`config.mk`:
```
export PLATFORM = sky130hd
export DESIGN_NAME = pipe_reg
export DESIGN_NICKNAME = d
export VERILOG_FILES = /design/src/lsu_settings.svh /design/src/pipe_reg.sv
export SDC_FILE = /design/constraint.sdc
export NUM_CORES = 1
export LEC_CHECK = 0
export BUFFER_PORTS_ARGS = -buffer_cell sky130_fd_sc_hd__buf_2
export CAP_MARGIN = 25
export CORE_UTILIZATION = 40
export CTS_BUF_LIST = sky130_fd_sc_hd__clkbuf_2 sky130_fd_sc_hd__clkbuf_4 sky130_fd_sc_hd__clkbuf_8
export CTS_CLUSTER_SIZE = 20
export DETAILED_ROUTE_END_ITERATION = 8
export PLACE_DENSITY = 0.71
export SYNTH_ARGS = -nofsm -noshare
export SYNTH_HDL_FRONTEND = slang
export SYNTH_SLANG_ARGS = --single-unit
```
`constraint.sdc`:
```
create_clock -name clk -period 2.5 [get_ports clk]
set_input_delay 0.25 -clock clk [delete_from_list [all_inputs] [get_ports clk]]
set_output_delay 0.25 -clock clk [all_outputs]
set_load 0.02 [all_outputs]
```
`src/lsu_settings.svh`:
```
`ifndef LSU_SETTINGS_SVH
`define LSU_SETTINGS_SVH

// PC value held by the pipeline registers out of reset
`define LSU_RESET_PC 32'h1c000000

// Data RAM geometry in 32-bit words
`define LSU_DMEM_WORDS 1024

// Word address width covering LSU_DMEM_WORDS
`define LSU_DMEM_AW 10

// Byte lanes per data word
`define LSU_DMEM_LANES 4

`endif

```
`src/pipe_reg.sv`:
```
`timescale 1ns/1ps
`default_nettype none

module pipe_reg #(
    parameter type      payload_t   = logic [31:0],
    parameter payload_t RESET_VALUE = '0
) (
    input  logic     clk,
    input  logic     rst,
    input  logic     in_valid,
    output logic     in_ready,
    input  payload_t in_data,
    output logic     out_valid,
    input  logic     out_ready,
    output payload_t out_data
);

    logic in_fire;

    // Accept when empty or when the held item leaves this cycle
    assign in_ready = ~out_valid | out_ready;
    assign in_fire  = in_valid & in_ready;

    always_ff @(posedge clk) begin
        if (rst) begin
            out_valid <= 1'b0;
        end else if (in_ready) begin
            out_valid <= in_valid;
        end
    end

    always_ff @(posedge clk) begin
        if (rst) begin
            out_data <= RESET_VALUE;
        end else if (in_fire) begin
            out_data <= in_data;
        end
    end

endmodule

`default_nettype wire

```
==> results.yml <==
final_layout:
  register_area_sq_um: 661
  stdcell_count: 255
  diodes: 0
  drive_above_1_share_pct: 52.6
  area_delta_synth_final_pct: 25.7
  fillerInstances: 362
  multi_input_area_sq_um: 682
  final_nets: 245
placed_design:
  port-buffer-count: 69
  hpwl_microns: 1900
  dp.cells: 248
  gp_congestion: 0.623
yosys:
  netlist_area_sq_um: 1440
  syn_area_per_cell_sq_um: 9.63
  ys_warn_count: 0
  synth_nets: 186
  yosysUniqueCellTypes: 12
  yosysSeqAreaShare_pct: 45.8
  synthCells: 150
  ys_seq_elements: 33
cts:
  cts.sinks: 33
  cts_tree: "done"
  cts_resized: 0
  numCtsBuffers: 5
  path_clk_slew_ps: 90
  clk-insertion-delay-late_ps: 330
  cts_hold_buf: 0
  cts_buffer_depth: 2
  h-tree-depth: 2
  post_cts_buffers: 0
  cts-root-buf: "clkbuf_4"
setup_path:
  rr_endpoint: "out_data[3]"
  rrSetupSlack_ps: 1150
  crit_path_start_kind: "flop"
  slowest_stage: "nand2b_4"
  cp.arrival_ps: 1450
  path_max_fanout: 66
  critPathBufInv: 1
  path_delay_family: "simple AND/OR/NAND/NOR gates"
  critical_path_class: "reg2out"
  slowest_delay_ps: 480
  ff2ff_path_depth: 3
  cp_cell_sequence: "nand2b_4 -> buf_2"
  required_ps: 2250
  r2r-start: "out_valid"
  end_kind: "primary output"
sta:
  min_period_ps: 1700
  fin_skew_ps: 3.16
  tns_ps: 0
  setup_viol: 0
  tightestPinTransition_ps: 651
  finalMaxSlewViolations: 0
  rsz0062_at_grt: "false"
  period_share_pct: 68.1
  hold_viol: 0
  fmax_mhz: 587
  slew_headroom_pct: 56.6
flow_run:
  drv_cap: 0
global_route:
  antenna_found_initial: 0
  grt_pass1_vias: 925
  grt_util_all_layers_pct: 15.1
  grt_pass1_wl_microns: 4170
  grt_start_max_net_pins: 67
  grt_overflow: 0
detailed_routing:
  via_count: 1260
  wl_microns: 2950
  dr.pass1.iters: 4
  drc: 0
  wl_per_cell_microns: 11.6
  vias_per_cell: 4.94
  drtAntennaViolNets: 0
  drtIter0Drc: 92
floorplan:
  die_w_microns: 62.1
  die_area_sq_um: 3850
  io_pins: 70
  rows: 21
  coreArea_sq_um: 3390
  die_h_microns: 62.1
  initial_core_util_pct: 42.6
worst_hold_path:
  whs_path_depth: 3
  hp-class: "in2reg"
  hp-start: "in_data[19]"
  hold-path-endpoint: "out_data[19]"
power:
  p_total_w: 0.00107
  power_density_nw_per_um2: 591
  p_leak_nw: 0.846
  vdd_drop_max_uv: 311
outcome:
  status: "complete, no violations"
-- worst reg2reg max path, cell delays in order, from the launching register on --
cell and delay, ps:
dfxtp_1 400, nand2b_4 360, a21bo_2 380, a21oi_1 140
-- how the worst max path moves through the flow --
stage               cells after the start  slack, ps      start           end
detailed placement                      3       1100  out_ready      in_ready
global route                            2        680  out_valid      in_ready
CTS                                     2        770  out_valid      in_ready
finish                                  2        800  out_valid      in_ready
floorplan                               5       1340  out_valid  out_data[22]
global placement                        3       1110  out_ready      in_ready
-- report_power, final --
part / internal (W) / switching (W) / leakage [nW]
Combinational: 0.0000842 / 0.000113 / 0.540
Sequential: 0.000556 / 0.0000129 / 0.272
Clock: 0.000143 / 0.000164 / 0.0348
-- metrics by stage --
stage | setup slack [ps] | hold slack, ps | utilization [%] | area, sq um
floorplan | 1340 | 397 | - | 1440
global placement | 1110 | 517 | 51.8 | 1760
detailed placement | 1100 | 522 | 51.8 | 1760
CTS | 772 | 162 | 53.6 | 1820
global route | 680 | 168 | 53.6 | 1820
finish | 797 | 179 | 53.6 | 1820
-- layer usage --
metal,up-vias,global-route usage [%],part of all wire [%]
li1,653,-,-
met1,558,20.4,46
met2,45,19.8,44
met3,4,7.66,8.4
met4,0,6.67,1.5
met5,-,0,0
-- Yosys cell counts --
library cell / number / share of area (%)
clkbuf_2: 1 / 0.35
dfxtp_1: 33 / 46
inv_1: 1 / 0.26
buf_6: 2 / 1.6
a21bo_2: 26 / 18
nand2b_4: 1 / 0.95
a21oi_1: 27 / 9.4
clkbuf_1: 4 / 1.0
a21bo_1: 6 / 4.2
buf_2: 11 / 3.8
a21oi_2: 6 / 3.6
nand3_1: 32 / 11
-- final cells by class --
class / count / share of cell area (%)
Inverter: 1 / 0.207
Multi-Input combinational cell: 98 / 37.6
Timing Repair Buffer: 70 / 19.4
Tap cell: 46 / 3.17
Sequential cell: 33 / 36.4
Clock buffer: 7 / 3.24
-- placed cells by master, fill, tap and decap left out --
cell / n
nand2b_4: 1
a21oi_2: 6
clkbuf_4: 6
a21bo_1: 6
nand3_1: 32
a21bo_2: 26
a21oi_1: 27
buf_2: 69
buf_4: 1
inv_1: 1
clkbuf_8: 1
dfxtp_1: 33
-- logic make-up (layout without fill, tap and decap cells) --
kind of cell / Yosys count / after routing / share of synthesized area, %
AOI/OAI and AO/OA: 65 / 65 / 35.2
DFF: 33 / 33 / 45.8
and+or+nand+nor: 33 / 33 / 12.0
buffers and inverters: 19 / 78 / 7.02
-- flip-flops by register name, summed over array words and instances, names as in the netlist --
signal,cells
out_valid,1
out_data,32
Note: power is estimated with default switching activity, not from simulation.
