<file path="src/lsu_settings.svh">
`ifndef LSU_SETTINGS_SVH
`define LSU_SETTINGS_SVH

// PC value held by the pipeline registers out of reset
`define LSU_RESET_PC 32'h1c000000

// Data RAM geometry in 32-bit words
`define LSU_DMEM_WORDS 1024

// Word address width covering LSU_DMEM_WORDS
`define LSU_DMEM_AW 10

// Byte lanes per data word
`define LSU_DMEM_LANES 4

`endif

</file>
<file path="src/lsu_pkg.sv">
`default_nettype none

package lsu_pkg;

    typedef logic [31:0] word_t;
    typedef logic [4:0]  reg_idx_t;
    typedef logic [7:0]  mem_op_t;

    // One-hot opcode bit positions
    localparam int OP_LD_B  = 0;
    localparam int OP_LD_H  = 1;
    localparam int OP_LD_W  = 2;
    localparam int OP_LD_BU = 3;
    localparam int OP_LD_HU = 4;
    localparam int OP_ST_B  = 5;
    localparam int OP_ST_H  = 6;
    localparam int OP_ST_W  = 7;

    typedef struct packed {
        word_t    pc;
        word_t    result;
        mem_op_t  mem_op;
        logic     res_from_mem;
        logic     gr_we;
        logic     mem_we;
        reg_idx_t dest;
        word_t    rkd_value;
    } ex_mem_t;

    typedef struct packed {
        word_t    pc;
        word_t    result;
        mem_op_t  mem_op;
        logic     res_from_mem;
        logic     gr_we;
        reg_idx_t dest;
    } mem_wb_t;

endpackage

`default_nettype wire

</file>
<file path="src/mem_stage.sv">
`timescale 1ns/1ps
`default_nettype none
`include "lsu_settings.svh"

module mem_stage (
    input  logic                    clk,
    input  logic                    rst,
    input  logic                    in_valid,
    output logic                    in_ready,
    input  lsu_pkg::word_t          pc,
    input  lsu_pkg::word_t          result,
    input  lsu_pkg::word_t          rkd_value,
    input  lsu_pkg::mem_op_t        mem_op,
    input  logic                    res_from_mem,
    input  logic                    gr_we,
    input  logic                    mem_we,
    input  lsu_pkg::reg_idx_t       dest,
    output logic                    dmem_en,
    output logic [3:0]              dmem_we,
    output logic [`LSU_DMEM_AW-1:0] dmem_addr,
    output lsu_pkg::word_t          dmem_wdata,
    output logic                    out_valid,
    input  logic                    out_ready,
    output lsu_pkg::word_t          wb_pc,
    output lsu_pkg::word_t          wb_result,
    output lsu_pkg::mem_op_t        wb_mem_op,
    output logic                    wb_res_from_mem,
    output logic                    wb_gr_we,
    output lsu_pkg::reg_idx_t       wb_dest
);

    import lsu_pkg::*;

    localparam mem_wb_t WB_RESET = '{pc: `LSU_RESET_PC, default: '0};

    logic       fire;
    logic [3:0] lane_mask;
    mem_wb_t    wb_in;
    mem_wb_t    wb_q;

    // RAM is touched only when the instruction moves into writeback
    assign fire = in_valid & in_ready;

    always_comb begin
        lane_mask  = 4'b0000;
        dmem_wdata = rkd_value;
        if (mem_op[OP_ST_B]) begin
            lane_mask  = 4'b0001 << result[1:0];
            dmem_wdata = {4{rkd_value[7:0]}};
        end else if (mem_op[OP_ST_H]) begin
            lane_mask  = result[1] ? 4'b1100 : 4'b0011;
            dmem_wdata = {2{rkd_value[15:0]}};
        end else if (mem_op[OP_ST_W]) begin
            lane_mask  = 4'b1111;
        end
    end

    assign dmem_en   = fire;
    assign dmem_we   = {4{fire & mem_we}} & lane_mask;
    assign dmem_addr = result[`LSU_DMEM_AW+1:2];

    assign wb_in.pc           = pc;
    assign wb_in.result       = result;
    assign wb_in.mem_op       = mem_op;
    assign wb_in.res_from_mem = res_from_mem;
    assign wb_in.gr_we        = gr_we;
    assign wb_in.dest         = dest;

    pipe_reg #(
        .payload_t   (mem_wb_t),
        .RESET_VALUE (WB_RESET)
    ) u_mem_wb (
        .clk       (clk),
        .rst       (rst),
        .in_valid  (in_valid),
        .in_ready  (in_ready),
        .in_data   (wb_in),
        .out_valid (out_valid),
        .out_ready (out_ready),
        .out_data  (wb_q)
    );

    assign wb_pc           = wb_q.pc;
    assign wb_result       = wb_q.result;
    assign wb_mem_op       = wb_q.mem_op;
    assign wb_res_from_mem = wb_q.res_from_mem;
    assign wb_gr_we        = wb_q.gr_we;
    assign wb_dest         = wb_q.dest;

endmodule

`default_nettype wire

</file>
<file path="src/pipe_reg.sv">
`timescale 1ns/1ps
`default_nettype none

module pipe_reg #(
    parameter type      payload_t   = logic [31:0],
    parameter payload_t RESET_VALUE = '0
) (
    input  logic     clk,
    input  logic     rst,
    input  logic     in_valid,
    output logic     in_ready,
    input  payload_t in_data,
    output logic     out_valid,
    input  logic     out_ready,
    output payload_t out_data
);

    logic in_fire;

    // Accept when empty or when the held item leaves this cycle
    assign in_ready = ~out_valid | out_ready;
    assign in_fire  = in_valid & in_ready;

    always_ff @(posedge clk) begin
        if (rst) begin
            out_valid <= 1'b0;
        end else if (in_ready) begin
            out_valid <= in_valid;
        end
    end

    always_ff @(posedge clk) begin
        if (rst) begin
            out_data <= RESET_VALUE;
        end else if (in_fire) begin
            out_data <= in_data;
        end
    end

endmodule

`default_nettype wire

</file>
<file path="config.mk">
export PLATFORM = sky130hd
export DESIGN_NAME = mem_stage
export DESIGN_NICKNAME = d
export VERILOG_FILES = /design/src/lsu_pkg.sv /design/src/mem_stage.sv /design/src/pipe_reg.sv
export VERILOG_INCLUDE_DIRS = /design/src
export SDC_FILE = /design/constraint.sdc
export NUM_CORES = 1
export LEC_CHECK = 0
export BUFFER_PORTS_ARGS = -buffer_cell sky130_fd_sc_hd__buf_2
export CAP_MARGIN = 40
export CORE_MARGIN = 5
export CORE_UTILIZATION = 25
export DETAILED_ROUTE_END_ITERATION = 10
export PLACE_DENSITY_LB_ADDON = 0.1
export SKIP_CTS_REPAIR_TIMING = 1
export SLEW_MARGIN = 10
export SYNTH_ARGS = -nofsm -noshare
export SYNTH_HDL_FRONTEND = slang
export SYNTH_SLANG_ARGS = --single-unit
</file>
<file path="constraint.sdc">
create_clock -name clk -period 1.5 [get_ports clk]
set_input_delay 0.3 -clock clk [delete_from_list [all_inputs] [get_ports clk]]
set_output_delay 0.3 -clock clk [all_outputs]
set_load 0.01 [all_outputs]
</file>
==> results_dict.tcl, run 1 <==
set metrics [dict create \
    tightest_slew_ns 0.474 \
    skew_ns 0.00719 \
    total_power_mw 5.43 \
    coreArea_sq_um 14000 \
    syn2layout_area_growth_pct 48.5 \
    num_rows 43 \
    critPathSlowestCell "dfxtp_2" \
    vias 4114 \
    wl_met3_um 1190 \
    fmax_mhz 626 \
    p_switching_mw 1.58 \
    ys_seq_area_frac 0.447 \
    internal-power_mw 3.85 \
    wl_met2_um 6620 \
    postRouteAntennaNets 0 \
    top_layer "met5" \
    drt-pass1-iter-count 4 \
    synthArstFlopShare 0 \
    synth.avg_cell_area_sq_um 8.00 \
    setup_viol 6 \
    gp_congestion 0.790 \
    fp.dieH_um 130 \
    end_kind "primary output" \
    fill_cells 1506 \
    cts_root_buf "clkbuf_16" \
    status "finished, violations left" \
    clk_pin_slew_worst_paths_ns 0.07 \
    ys_ff_latch 80 \
    synth_edf_count 0 \
    cts_inserted_buffers 9 \
    grt_max_degree 77 \
    cpPeakStageDelay_ns 0.32 \
    netlist_instances 448 \
    vias_per_cell 4.83 \
    synth_area_sq_um 3580 \
    syn_nets 564 \
    yosysWarnings 0 \
    die_area_sq_um 16800 \
    clk_latency_ns 0.34 \
    crit_type "reg -> out" \
    post-route-period-util 1.06 \
    final_nets 780 \
    drt-total-wl_um 13900 \
    fin_ws_ns -0.0967 \
    clk_path_buf_depth 2 \
    finalWorstPathRequiredPeriod_ns 1.60 \
    power_frac_seq 0.425 \
    htree_levels 3 \
    netlist-cell-type-count 24 \
    antenna_found_initial 3 \
    required_ns 1.20 \
    synth_top_area_cell "dfxtp_1" \
    p_comb_frac 0.191 \
    portBuffers 243 \
    track_usage 0.156 \
    die_w_um 130 \
    hold_ws_ns 0.206 \
    place_area_sq_um 4930 \
    power_frac_clock 0.384 \
    drv_slew 0 \
    synth_area_leaders "dfxtp_1 (45%), o21ai_0 (12%), a21oi_1 (11%)" \
    drv_cap 0 \
    final_util 0.380 \
    start_util 0.256 \
    post-synth-top-count-cell "o21ai_0" \
    grt_pass1_vias 3953 \
    power.share.switching 0.291 \
    arrival_ns 1.30 \
    cts.sinks 80 \
    rsz0062_at_grt "true" \
    grt_first_pass_wirelength_um 20700 \
    drc 0 \
    final_area_sq_um 5320 \
    ys.flop_type "dfxtp_1" \
    yosys-top-cells-count "o21ai_0 (86), a21oi_1 (81), dfxtp_1 (80)" \
    violations "negative setup slack" \
    detail_route.wl_per_cell_um 16.4 \
    cts_tree "done" \
    p_leak_nw 2.55 \
    drive_above_1_share 0.456 \
    relSlewSlack 0.684 \
    first_iter_violations 166 \
    startpoint_type "flip-flop" \
    drt-met1-wl_um 5810 \
    ir_worst_vdd_mv 0.645 \
    hold_path_class "in -> reg" \
    grt-ovfl-total 0 \
    io_pins 244 \
    hpwl_um 10100 \
    powerDensity_nw_per_um2 1020 \
    critical_path.max_fanout 7 \
    cp_cell_sequence "nor2b_4, clkinv_4, buf_12, nand2_4, inv_2, buf_6" \
    hold_viol_final 0 \
    synth_top_area_share 0.447 \
]
[power by group through the flow]
stage / logic (mW) / clock network [mW] / registers (mW)
5_1_grt: 1.14 / 2.24 / 2.32
3_3_place_gp: 1.02 / 0 / 2.35
2_1_floorplan: 0.459 / 0 / 2.41
4_1_cts: 1.03 / 2.17 / 2.31
3_5_place_dp: 1.03 / 0 / 2.36
6_report: 1.04 / 2.09 / 2.31
[critical path, delay by kind of cell (launching register included)]
kind	cells	cell delay, ns
flops	1	0.32
buf+inv	4	0.39
simple gates	2	0.24
[final timing paths]
path / depth (start not counted) / endpoint / start / slack [ns]
max: 6 / dmem_en / u_mem_wb.out_valid / -0.1
min: 3 / u_mem_wb.out_data[8] / mem_op[1] / 0.21
max reg2reg: 6 / u_mem_wb.out_data[73] / u_mem_wb.out_valid / 0.07
min reg2reg: 1 / u_mem_wb.out_data[74] / u_mem_wb.out_data[74] / 0.46
[layout make-up]
type                       count  area [sq um]  share of cell area
antenna                        2          5.00            0.000941
clock buffer                   9           225              0.0423
clock inverter                 7          55.1              0.0103
inverter                      11          46.3             0.00870
multi-input combinational    292          1610               0.302
sequential                    80          1600               0.301
tap                          180           225              0.0423
timing repair buffer         270          1560               0.292
[layout by cell type, fill, tap and decap left out]
master / n
inv_1: 8
a211o_1: 3
a21o_1: 2
dfxtp_2: 1
buf_12: 9
clkinv_2: 1
clkinv_4: 3
o21ai_0: 86
and3_1: 3
clkinvlp_4: 2
a21oi_1: 79
nor2_4: 1
or3b_2: 1
diode_2: 2
buf_6: 1
nand3_1: 77
o21ai_1: 6
inv_6: 2
clkbuf_16: 10
nand3b_1: 2
dfxtp_1: 79
a21oi_2: 2
nand2_4: 1
nand3_2: 1
nand2_1: 9
nand2b_1: 2
buf_2: 242
inv_2: 2
nor2b_4: 1
mux2i_1: 8
buf_4: 17
mux2_2: 8
[state kept, by name, summed over array words and instances, names as in the netlist]
name,flops
u_mem_wb.out_data,79
u_mem_wb.out_valid,1
[cells by family after synthesis]
kind of cell,Yosys count,share of synthesized area
buffers and inverters,76,0.112
and+or+nand+nor,98,0.140
AOI/OAI and AO/OA,178,0.253
DFF,80,0.447
muxes,16,0.0475
[per-layer routing]
| metal | global-route usage | vias to the layer above |
|---|---|---|
| met1 | 0.190 | 1930 |
| met2 | 0.257 | 156 |
| li1 | - | 2004 |
| met3 | 0.0516 | 22 |
| met5 | 0 | - |
| met4 | 0.0575 | 2 |
[through the flow]
| step | setup TNS [ns] | setup slack (ns) | instances |
|---|---|---|---|
| after floorplan | 0 | 0.162 | 448 |
| final | -0.383 | -0.0967 | 851 |
| after CTS | -1.29 | -0.262 | 843 |
| after detailed placement | 0 | 0.0228 | 827 |
| after global routing | -0.842 | -0.164 | 851 |
| after global placement | 0 | 0.0201 | 827 |
Power figures use the tool's default switching activity.
==> run 2, diff against run 1 <==
- CAP_MARGIN: 40 -> not set
- GPL_TIMING_DRIVEN: not set -> 0
==> results_dict.tcl, run 2 (synthesized netlist as in run 1, its figures left out) <==
set metrics [dict create \
    syn2layout_area_growth_pct 55.0 \
    post-route-period-util 1.11 \
    drive_above_1_share 0.469 \
    final_common_cell "buf_2" \
    coreArea_sq_um 14000 \
    violations "negative setup slack" \
    rsz0062_at_grt "true" \
    fill_cells 1507 \
    setup_viol 6 \
    grt_first_pass_wirelength_um 21600 \
    p_comb_frac 0.194 \
    crit_type "reg -> out" \
    final_cell_mix "buf_2 (247), o21ai_0 (84), dfxtp_1 (79)" \
    regMostFlops "u_mem_wb.out_data" \
    io_pins 244 \
    portBuffers 241 \
    p_switching_mw 1.55 \
    final_nets 825 \
    grt_pass1_vias 4148 \
    track_usage 0.164 \
    htree_levels 3 \
    drc 0 \
    ir_worst_vdd_mv 0.473 \
    finalWorstPathRequiredPeriod_ns 1.66 \
    drv_cap 0 \
    hold_path_class "in -> reg" \
    drt-pass1-iter-count 4 \
    num_rows 43 \
    fp.dieH_um 130 \
    hold_ws_ns 0.217 \
    power_frac_clock 0.396 \
    cts_inserted_buffers 9 \
    tightest_slew_ns 0.605 \
    vias_per_cell 4.72 \
    postRouteAntennaNets 0 \
    grt-ovfl-total 0 \
    gp_congestion 0.773 \
    cts_tree "done" \
    die_w_um 130 \
    status "finished, violations left" \
    reg.largest.list "u_mem_wb.out_data (79), u_mem_wb.out_valid (1)" \
    final_util 0.397 \
    hold_viol_final 0 \
    drt-total-wl_um 14500 \
    largest_register_ffs 79 \
    p_leak_nw 2.70 \
    power.share.switching 0.275 \
    drv_slew 0 \
    antenna_found_initial 2 \
    powerDensity_nw_per_um2 1010 \
    skew_ns 0.00749 \
    clk_path_buf_depth 2 \
    cts.sinks 80 \
    start_util 0.256 \
    end_kind "primary output" \
    internal-power_mw 4.08 \
    power_frac_seq 0.410 \
    first_iter_violations 203 \
    die_area_sq_um 16800 \
    required_ns 1.20 \
    startpoint_type "flip-flop" \
    clk_latency_ns 0.34 \
    fin_ws_ns -0.162 \
    detail_route.wl_per_cell_um 16.2 \
    arrival_ns 1.36 \
    hpwl_um 11200 \
    grt_max_degree 14 \
    critical_path.max_fanout 5 \
    fmax_mhz 602 \
    cts_root_buf "clkbuf_16" \
    multi_input_area_sq_um 1650 \
    relSlewSlack 0.597 \
    clk_pin_slew_worst_paths_ns 0.06 \
    register_area_sq_um 1600 \
    vias 4233 \
]
## run 2: changes by cell type in the layout (fill, tap and decap cells not counted), sizes merged
cell | previous run | this run
buf | 269 | 295
clkinvlp | 2 | 1
clkinv | 4 | 3
inv | 12 | 11
clkbuf | 10 | 31
bufinv | 0 | 1
## run 2: routing by layer
metal / track usage / up-vias / routed length [um]
li1: - / 2097 / -
met4: 0.0709 / 2 / 365
met2: 0.259 / 152 / 6820
met3: 0.0454 / 25 / 1130
met5: 0 / - / 11
met1: 0.209 / 1957 / 6220
## run 2: power by group through the flow
| stage | Combinational (mW) | Sequential (mW) | Clock [mW] |
|---|---|---|---|
| 3_5_place_dp | 1.03 | 2.36 | 0 |
| 3_3_place_gp | 1.02 | 2.35 | 0 |
| 4_1_cts | 1.04 | 2.31 | 2.30 |
| 2_1_floorplan | 0.459 | 2.41 | 0 |
| 5_1_grt | 1.21 | 2.32 | 2.39 |
| 6_report | 1.09 | 2.31 | 2.23 |
## run 2: worst paths after layout
check,startpoint,end,slack [ns],cells after the start
worst max-delay path,u_mem_wb.out_valid,dmem_we[2],-0.16,6
worst min register to register,u_mem_wb.out_data[73],u_mem_wb.out_data[73],0.46,1
worst max register to register,u_mem_wb.out_valid,u_mem_wb.out_data[29],0.05,8
worst min-delay path,mem_op[3],u_mem_wb.out_data[10],0.22,3
## run 2: cell type report
cell class	instances	share of cell area
multi-input cells	292	0.297
clock inverters	5	0.0101
well taps	180	0.0405
repair buffers	251	0.237
diodes	2	0.000901
clock buffers	11	0.0437
flip-flops and latches	80	0.289
inverters	11	0.00743
plain buffers	64	0.0750
## run 2: worst max-delay path, stage by stage, from the launching register on
cell	delay, ns
dfxtp_2	0.32
nor2b_4	0.14
inv_2	0.07
buf_8	0.12
nand3_4	0.10
a21oi_2	0.12
buf_2	0.15
## run 2: stage by stage
step / worst slack, ns / power, mW / instance area (sq um) / instances / TNS (ns)
floorplan: 0.162 / 2.87 / 3580 / 448 / 0
global placement: -0.108 / 3.38 / 5010 / 869 / -1.14
detailed placement: -0.117 / 3.39 / 5010 / 869 / -2.15
CTS: -0.447 / 5.65 / 5310 / 885 / -3.45
global route: -0.237 / 5.92 / 5550 / 895 / -1.26
finish: -0.162 / 5.63 / 5560 / 896 / -0.874
