File: config.mk
export PLATFORM = sky130hd
export DESIGN_NAME = wb_stage
export DESIGN_NICKNAME = d
export VERILOG_FILES = /design/src/lsu_settings.svh /design/src/lsu_pkg.sv /design/src/wb_stage.sv
export SDC_FILE = /design/constraint.sdc
export NUM_CORES = 1
export LEC_CHECK = 0
export ABC_AREA = 0
export ABC_CLOCK_PERIOD_IN_PS = 1600
export BUFFER_PORTS_ARGS = -buffer_cell sky130_fd_sc_hd__buf_4
export CORE_AREA = 2 2 72 74
export DETAILED_ROUTE_END_ITERATION = 8
export DIE_AREA = 0 0 74 76
export PLACE_DENSITY = 0.73
export SLEW_MARGIN = 20
export SYNTH_ARGS = -nofsm -noshare
export SYNTH_HDL_FRONTEND = slang
export SYNTH_SLANG_ARGS = --single-unit
export TNS_END_PERCENT = 1
File: constraint.sdc
create_clock -name vclk -period 1.6
set_clock_uncertainty 0.05 [all_clocks]
set_input_delay 0.08 -clock vclk [all_inputs]
set_output_delay 0.08 -clock vclk [all_outputs]
set_load 0.01 [all_outputs]
File: src/lsu_settings.svh
`ifndef LSU_SETTINGS_SVH
`define LSU_SETTINGS_SVH

// PC value held by the pipeline registers out of reset
`define LSU_RESET_PC 32'h1c000000

// Data RAM geometry in 32-bit words
`define LSU_DMEM_WORDS 1024

// Word address width covering LSU_DMEM_WORDS
`define LSU_DMEM_AW 10

// Byte lanes per data word
`define LSU_DMEM_LANES 4

`endif

File: src/lsu_pkg.sv
`default_nettype none

package lsu_pkg;

    typedef logic [31:0] word_t;
    typedef logic [4:0]  reg_idx_t;
    typedef logic [7:0]  mem_op_t;

    // One-hot opcode bit positions
    localparam int OP_LD_B  = 0;
    localparam int OP_LD_H  = 1;
    localparam int OP_LD_W  = 2;
    localparam int OP_LD_BU = 3;
    localparam int OP_LD_HU = 4;
    localparam int OP_ST_B  = 5;
    localparam int OP_ST_H  = 6;
    localparam int OP_ST_W  = 7;

    typedef struct packed {
        word_t    pc;
        word_t    result;
        mem_op_t  mem_op;
        logic     res_from_mem;
        logic     gr_we;
        logic     mem_we;
        reg_idx_t dest;
        word_t    rkd_value;
    } ex_mem_t;

    typedef struct packed {
        word_t    pc;
        word_t    result;
        mem_op_t  mem_op;
        logic     res_from_mem;
        logic     gr_we;
        reg_idx_t dest;
    } mem_wb_t;

endpackage

`default_nettype wire

File: src/wb_stage.sv
`timescale 1ns/1ps
`default_nettype none

module wb_stage (
    input  logic              wb_valid,
    input  logic              wb_ready,
    input  lsu_pkg::word_t    pc,
    input  lsu_pkg::word_t    result,
    input  lsu_pkg::mem_op_t  mem_op,
    input  logic              res_from_mem,
    input  logic              gr_we,
    input  lsu_pkg::reg_idx_t dest,
    input  lsu_pkg::word_t    dmem_rdata,
    output logic              rf_we,
    output lsu_pkg::reg_idx_t rf_waddr,
    output lsu_pkg::word_t    rf_wdata,
    output lsu_pkg::word_t    wb_pc
);

    import lsu_pkg::*;

    logic [7:0]  load_byte;
    logic [15:0] load_half;
    word_t       load_value;

    // Lane select from the low address bits
    always_comb begin
        case (result[1:0])
            2'd0:    load_byte = dmem_rdata[7:0];
            2'd1:    load_byte = dmem_rdata[15:8];
            2'd2:    load_byte = dmem_rdata[23:16];
            default: load_byte = dmem_rdata[31:24];
        endcase
    end

    assign load_half = result[1] ? dmem_rdata[31:16] : dmem_rdata[15:0];

    always_comb begin
        if (mem_op[OP_LD_B]) begin
            load_value = {{24{load_byte[7]}}, load_byte};
        end else if (mem_op[OP_LD_BU]) begin
            load_value = {24'b0, load_byte};
        end else if (mem_op[OP_LD_H]) begin
            load_value = {{16{load_half[15]}}, load_half};
        end else if (mem_op[OP_LD_HU]) begin
            load_value = {16'b0, load_half};
        end else begin
            // LD_W and anything else take the whole word
            load_value = dmem_rdata;
        end
    end

    // Write only on the retiring cycle so a stall cannot repeat it
    assign rf_we    = wb_valid & gr_we & wb_ready;
    assign rf_waddr = dest;
    assign rf_wdata = res_from_mem ? load_value : result;
    assign wb_pc    = pc;

endmodule

`default_nettype wire
==> impl_results.md, run 1 <==
- Slowest-stage cell, CP: mux4_2
- Max-cap violation count: 0
- DR vias: 1487
- Post-CTS Hold Buffers: 0
- Max frequency: ~0.66 GHz
- Pwr/cell area: approximately 330 nW/um^2
- Post-CTS sizing: 0
- Core Util, Final: around two fifths
- RSZ-0062 raised after global routing: no
- Initial Util: a little over a quarter
- Setup_tns: 0 ns
- Global-route usage over all layers: 15.86%
- Ports: 183
- Fill cell count: ~520
- Final hold slack: 0.1100 ns
- Period utilization: 94.96%
- Routability congestion estimate: 0.8120
- Vias in the first global route: 1416
- Grt total ovfl: 0
- Comb pwr share: 100.0%
- Critical-path cell list: buf_4, mux4_2, nand2_2, nand2_4, o22a_1, buf_4
- Wirelength per Cell: 15.83 um
- Clock buffers: 0
- Routed Antenna Nets: 0
- Sequential cells: 0
- Mapped Area: 1316 um^2
- Net count, final: 346
- Worst vdd ir: 0.1067 mV
- Port Buffer Count: ~110
- Antenna cells: 0
- Full die area: between 5000 and 6000 um^2
- Slew Limit Fails: 0
- Most used cell, CP: buf_4
- Mapped Avg Cell Area: 7.565 um^2
- Synth Warn #: 0
- Net Sw Frac: between 40% and 50%
- Pre-CTS WS: 0.07059 ns
- Synth unique cells: 20
- Critical Path AT: about 1.4 ns
- Initial antenna violation count: 0
- Post-Syn Instances: 174
- # DRC: 0
- Hpwl dp: 3785 um
- Leak: slightly above 0.9 nW
- Slew HR: 53.57%
- Finished Layout Cells: 301
- Syn nets: approximately 290
- Drt initial violations: between 60 and 70
- Die W: 74 um
- Int Power: 361.5 uW
- Sw power: 265.4 uW
- Startpoint types: input pin
- Crit Path Class: input pin to output pin
- Die height: about 76 um
- Crit-path max FO: 24
- Placed cells: 301
- Slew @ Worst Pin: 0.6965 ns
- Final worst path period need: between 1.5 and 2 ns
- Via density: 4.940
- Hold Vio Cnt, Final: 0
- Final setup viols: 0
- Pre-antenna DRT Iters: 4
- Top delay family on crit path: multiplexers
- CP bufs+invs: 2
- Max incr delay on CP: 0.53 ns
- CP endpoint kind: output pin
- Sequential Power Share: 0%
- Core Box Area: around 4900 um^2
- Postcts setup bufs: 0
- Routed WL: 4766 um
- Seq/Total Area, Yosys: 0%
- Hold crit path type: input pin to output pin
- FF/Latch Area: 0 um^2
- Layout cell share with drive strength beyond 1: approximately 52%
- Post-DP Area: 1886 um^2
- Post-route cell area: 1886 um^2
- Worst EP required: 1.47 ns
- Area grow syn2layout: 43.25%
- Clock power frac: 0%
- Global-route wire length before repair: 7293 um
- Setup WS post-layout: 0.08068 ns
- Largest net degree at the start of global routing: 41
- Final Power: 627.0 uW
- Status: finished, final reports clean
- FP Rows: 26
-- synth_stat cells --
| cell type | number | area [um^2] |
|---|---|---|
| o21ai_2 | 1 | 8.760 |
| a21oi_1 | 16 | 80.08 |
| mux2i_1 | 16 | 160.2 |
| buf_2 | 1 | 5.000 |
| nor2_1 | 9 | 33.78 |
| mux4_1 | 3 | 78.83 |
| nand2_1 | 25 | 93.84 |
| o211ai_1 | 8 | 60.06 |
| mux2_2 | 1 | 11.26 |
| and3_1 | 1 | 6.260 |
| buf_6 | 4 | 45.04 |
| buf_1 | 1 | 3.750 |
| buf_4 | 38 | 285.3 |
| o21a_1 | 8 | 60.06 |
| nand2_2 | 1 | 6.260 |
| o22a_1 | 24 | 210.2 |
| clkbuf_1 | 10 | 37.54 |
| or2_2 | 1 | 6.260 |
| nand2_4 | 1 | 11.26 |
| mux4_2 | 5 | 112.6 |
-- area by class of cell --
type / instances / area [um^2] / share of cell area, %
timing repair buffer: 111 / 858.3 / 45.52
multi-input combinational: 120 / 939.7 / 49.83
tap: 70 / 87.58 / 4.645
-- per-layer routing --
layer	vias up	wire (um)	track usage [%]
met3	12	321	1.455
met2	59	2292	25.89
met5	-	0	0
met4	0	102	4.182
met1	698	2051	22.08
li1	718	-	-
-- worst paths after layout --
check       from      endpoint  depth (start not counted)
max    result[0]  rf_wdata[22]                          6
min      dest[2]   rf_waddr[2]                          0
-- cell families after synthesis --
group | count (synthesis) | share of synthesized area (%)
muxes | 25 | 27.57
AOI/OAI and AO/OA | 57 | 31.84
buffers and inverters | 54 | 28.61
and+or+nand+nor | 38 | 11.98
-- cells in the final DEF (no fill, tap or decap), drive strengths merged --
cell | Yosys | routed
nand2 | 27 | 27
mux2i | 16 | 16
o21ai | 1 | 1
mux4 | 8 | 8
mux2 | 1 | 1
and3 | 1 | 1
nor2 | 9 | 9
a21oi | 16 | 16
o22a | 24 | 24
buf | 44 | 111
o21a | 8 | 8
o211ai | 8 | 8
or2 | 1 | 1
-- power groups by stage --
stage | clock network (mW) | registers [mW] | logic [mW]
2_1_floorplan | 0 | 0 | 0.408
3_3_place_gp | 0 | 0 | 0.622
5_1_grt | 0 | 0 | 0.677
4_1_cts | 0 | 0 | 0.632
6_report | 0 | 0 | 0.627
3_5_place_dp | 0 | 0 | 0.630
No activity file was read; power rests on OpenSTA's default activity.
==> inputs of run 2 (changes only) <==
--- a/config.mk
+++ b/config.mk
@@ -7,7 +7,7 @@
 export LEC_CHECK = 0
 export ABC_AREA = 0
 export ABC_CLOCK_PERIOD_IN_PS = 1600
-export BUFFER_PORTS_ARGS = -buffer_cell sky130_fd_sc_hd__buf_4
+export BUFFER_PORTS_ARGS = -buffer_cell sky130_fd_sc_hd__buf_2
 export CORE_AREA = 2 2 72 74
 export DETAILED_ROUTE_END_ITERATION = 8
 export DIE_AREA = 0 0 74 76
==> run 2 against run 1 <==
Effect of this change: power is 15% lower; critical path depth stayed put; critical path type unchanged; largest power group unchanged; fmax is 1.6% lower; global-route usage is 1.3 points lower; die area stayed put; design area is 13% lower.
==> impl_results.md, run 2 (synthesis results as in run 1) <==
- Hold Path Stages: 0
- Hpwl dp: 3590 um
- Layout cell share with drive strength beyond 1: 52.99%
- Crit Path Class: input pin to output pin
- Comb pwr share: 100.0%
- Drt initial violations: 47
- Antenna cells: 0
- Sequential cells: 0
- Max-cap violation count: 0
- Routability congestion estimate: between 0.8 and 0.9
- Slew @ Worst Pin: 0.7028 ns
- Via density: 4.803
- Highest-count cells in the layout ignoring fill and taps: buf_2 (105), nand2_1 (25), o22a_1 (24)
- Endpoint, Worst Hold: rf_waddr[2]
- Net Sw Frac: 48.89%
- RSZ-0062 raised after global routing: yes
- Port Buffer Count: between 100 and 150
- Ports: 183
- Routed Antenna Nets: 0
- Grt total ovfl: 0
- DR vias: 1460
- Final worst path period need: 1.545 ns
- Clock power frac: 0%
- Hold Vio Cnt, Final: 0
- # DRC: 0
- Routed WL: 4384 um
- Die W: between 70 and 80 um
- Full die area: 5624 um^2
- Status: finished, final reports clean
- Clock buffers: 0
- FP Rows: 26
- Pre-antenna DRT Iters: 4
- Final hold slack: around 0.11 ns
- FF/Latch Area: 0 um^2
- Commonest non-fill, non-tap cell in the layout: buf_2
- Leak: 0.8424 nW
- Startpoint types: input pin
- Max frequency: 0.6474 GHz
- Core Box Area: 4912 um^2
- Int Power: 272.9 uW
- Setup_tns: 0 ns
- Origin of the worst min-delay path: dest[2]
- Area grow syn2layout: 25.00%
- Sw power: 261.0 uW
- Worst EP required: 1.47 ns
- Final setup viols: 0
- Wirelength per Cell: 14.42 um
- Global-route usage over all layers: between 10% and 20%
- Net count, final: 349
- Hold crit path type: input pin to output pin
- Worst vdd ir: approximately 0.10 mV
- Initial Util: 26.80%
- Core Util, Final: about a third
- Slew Limit Fails: 0
- Final Power: 534.0 uW
- Initial antenna violation count: 0
- Crit path from: result[0]
- Critical Path AT: around 1.4 ns
- Largest net degree at the start of global routing: 41
- Global-route wire length before repair: 6837 um
- Vias in the first global route: between 1000 and 1500
- Pwr/cell area: 324.5 nW/um^2
- Postcts setup bufs: 0
- Sequential Power Share: 0%
- Crit-path max FO: 24
- Die height: 76 um
- Slew HR: 53.15%
- Period utilization: 96.54%
- CP endpoint kind: output pin
-- run 2: per-layer routing --
layer	up-vias	share of wire, %	global-route usage, %
li1	725	-	-
met1	649	44	20.40
met2	70	45	22.59
met3	16	8.2	2.249
met4	0	3.0	4.364
met5	-	0	0
-- run 2: timing repair --
item,CTS,global route
resized for setup,0,2
setup endpoints to repair,0,24
hold buffers,0,0
-- run 2: area by class of cell --
class	instances	area, um^2
well taps	70	87.58
repair buffers	114	609.3
fillers	539	3267
multi-input cells	120	948.4
-- run 2: power groups by stage --
stage / registers [mW] / logic [mW] / clock network [mW]
after floorplan: 0 / 0.408 / 0
after global placement: 0 / 0.524 / 0
after detailed placement: 0 / 0.531 / 0
after CTS: 0 / 0.533 / 0
after global routing: 0 / 0.586 / 0
final: 0 / 0.534 / 0
-- run 2: how the worst max path moves through the flow --
| stage | end | slack, ns | cells past startpoint |
|---|---|---|---|
| 2_1_floorplan | rf_wdata[11] | 0.24 | 6 |
| 3_3_place_gp | rf_wdata[12] | 0.06 | 6 |
| 3_5_place_dp | rf_wdata[12] | 0.03 | 6 |
| 4_1_cts | rf_wdata[12] | 0.03 | 6 |
| 5_1_grt | rf_wdata[12] | -0.01 | 6 |
| 6_report | rf_wdata[12] | 0.06 | 6 |
-- run 2: worst max-delay path, stage by stage --
cell     delay, ns
buf_2         0.14
mux4_2        0.56
nand2_2       0.14
nand2_8       0.13
o22a_1        0.22
buf_2         0.14
-- run 2: per-stage QoR --
step	instances	cell area [um^2]	setup WS (ns)
finish	304	1645	0.05540
detailed placement	304	1633	0.03124
CTS	304	1633	0.02580
global placement	304	1633	0.05793
floorplan	174	1316	0.2370
global route	304	1645	-0.01311
==> inputs of run 3 (changes only) <==
--- a/config.mk
+++ b/config.mk
@@ -12,6 +12,7 @@
 export DETAILED_ROUTE_END_ITERATION = 8
 export DIE_AREA = 0 0 74 76
 export PLACE_DENSITY = 0.73
+export REMOVE_ABC_BUFFERS = 1
 export SLEW_MARGIN = 20
 export SYNTH_ARGS = -nofsm -noshare
 export SYNTH_HDL_FRONTEND = slang
==> run 3 against run 2 <==
Effect of this change: setup slack gained 0.025 ns; global-route usage grew 6.3 points; worst hold slack is essentially flat; power grew 2.8%; cell count grew 0.33%; first-iteration DRC count grew 120%; design area grew 0.91%; non-clock buffer count is the same.
==> impl_results.md, run 3 (synthesis results as in run 1) <==
- Critical Path AT: ~1.4 ns
- Pre-antenna DRT Iters: 4
- Leak: 0.8527 nW
- Max-cap violation count: 0
- Core Box Area: between 4000 and 5000 um^2
- Routed WL: 6660 um
- Worst EP required: between 1 and 1.5 ns
- Die height: between 70 and 80 um
- Core Util, Final: 33.80%
- RSZ-0062 raised after global routing: no
- Initial Util: 26.80%
- # DRC: 0
- Startpoint types: input pin
- Highest-count cells in the layout ignoring fill and taps: buf_2 (104), nand2_1 (25), o22a_1 (24)
- Initial antenna violation count: 0
- Slew HR: 49.65%
- Crit path from: result[0]
- Full die area: 5624 um^2
- Commonest non-fill, non-tap cell in the layout: buf_2
- Crit-path max FO: 12
- Worst vdd ir: 0.1165 mV
- Status: finished, final reports clean
- Global-route usage over all layers: a little over a fifth
- Ports: 183
- DR vias: 1611
- Die W: 74 um
- Hold Vio Cnt, Final: 0
- FF/Latch Area: 0 um^2
- Setup_tns: 0 ns
- Routed Antenna Nets: 0
- Vias in the first global route: 1413
- Period utilization: a little over nine tenths
- Area grow syn2layout: 26.14%
- Pwr/cell area: 330.7 nW/um^2
- Placed cells: 304
- Slew Limit Fails: 0
- Via density: roughly 5.3
- Hpwl dp: ~5300 um
- Final setup viols: 0
- Post-route cell area: 1660 um^2
- Hold crit path type: input pin to output pin
- Post-DP Area: around 1600 um^2
- Wirelength per Cell: 21.84 um
- CP endpoint kind: output pin
- Final Power: roughly 550 uW
- Fill cell count: 527
- Global-route wire length before repair: 8707 um
- Layout cell share with drive strength beyond 1: between 50% and 60%
- Antenna cells: 0
- Postcts setup bufs: 0
- Routability congestion estimate: between 0.8 and 0.9
- Final worst path period need: 1.520 ns
- Largest net degree at the start of global routing: 41
- Net count, final: 350
- Grt total ovfl: 0
- Crit Path Class: input pin to output pin
- Slew @ Worst Pin: 0.7553 ns
- Sequential cells: 0
- Port Buffer Count: 105
- Origin of the worst min-delay path: dest[3]
- Clock buffers: 0
- Finished Layout Cells: 305
- Drt initial violations: between 100 and 150
- Max frequency: 0.6579 GHz
- FP Rows: 26
run 3: area by class of cell:
type	instances	area, um^2	area share, %
multi-input combinational	121	964.7	58.10
timing repair buffer	114	608.1	36.62
tap	70	87.58	5.275
run 3: where the power goes:
part,leakage (nW),total (mW),internal (mW),switching [mW]
Combinational,0.853,0.549,0.275,0.274
Clock,0,0,0,0
Sequential,0,0,0,0
Total,0.853,0.549,0.275,0.274
run 3: per-stage QoR:
stage | setup WS (ns) | hold slack [ns]
floorplan | 0.2221 | 0.1100
global placement | 0.02709 | 0.1101
detailed placement | 0.0006887 | 0.1101
CTS | 0.04026 | 0.1101
global route | 0.004429 | 0.1101
finish | 0.07993 | 0.1101
run 3: what timing repair did:
action	in CTS	in global routing
gates resized for setup	1	2
endpoints found under the setup margin	1	9
gates cloned	0	1
hold buffers	0	0
pin swaps	0	1
run 3: worst max-delay path, cell delays in order:
cell and delay [ns]:
clkbuf_4 0.15, mux4_2 0.54, nand2_4 0.14, nand2_4 0.13
o22a_1 0.20, buf_2 0.13
run 3: path summary, 6_finish.rpt:
check             cells past startpoint           end  slack (ns)
setup / recovery                      6  rf_wdata[24]        0.08
hold / removal                        0   rf_waddr[3]        0.11
run 3: per-layer routing:
layer  GRT usage [%]  wire length [um]
met5           8.081                63
met4          0.3636                15
met3           10.58               873
met2           34.91              3043
met1           24.57              2665
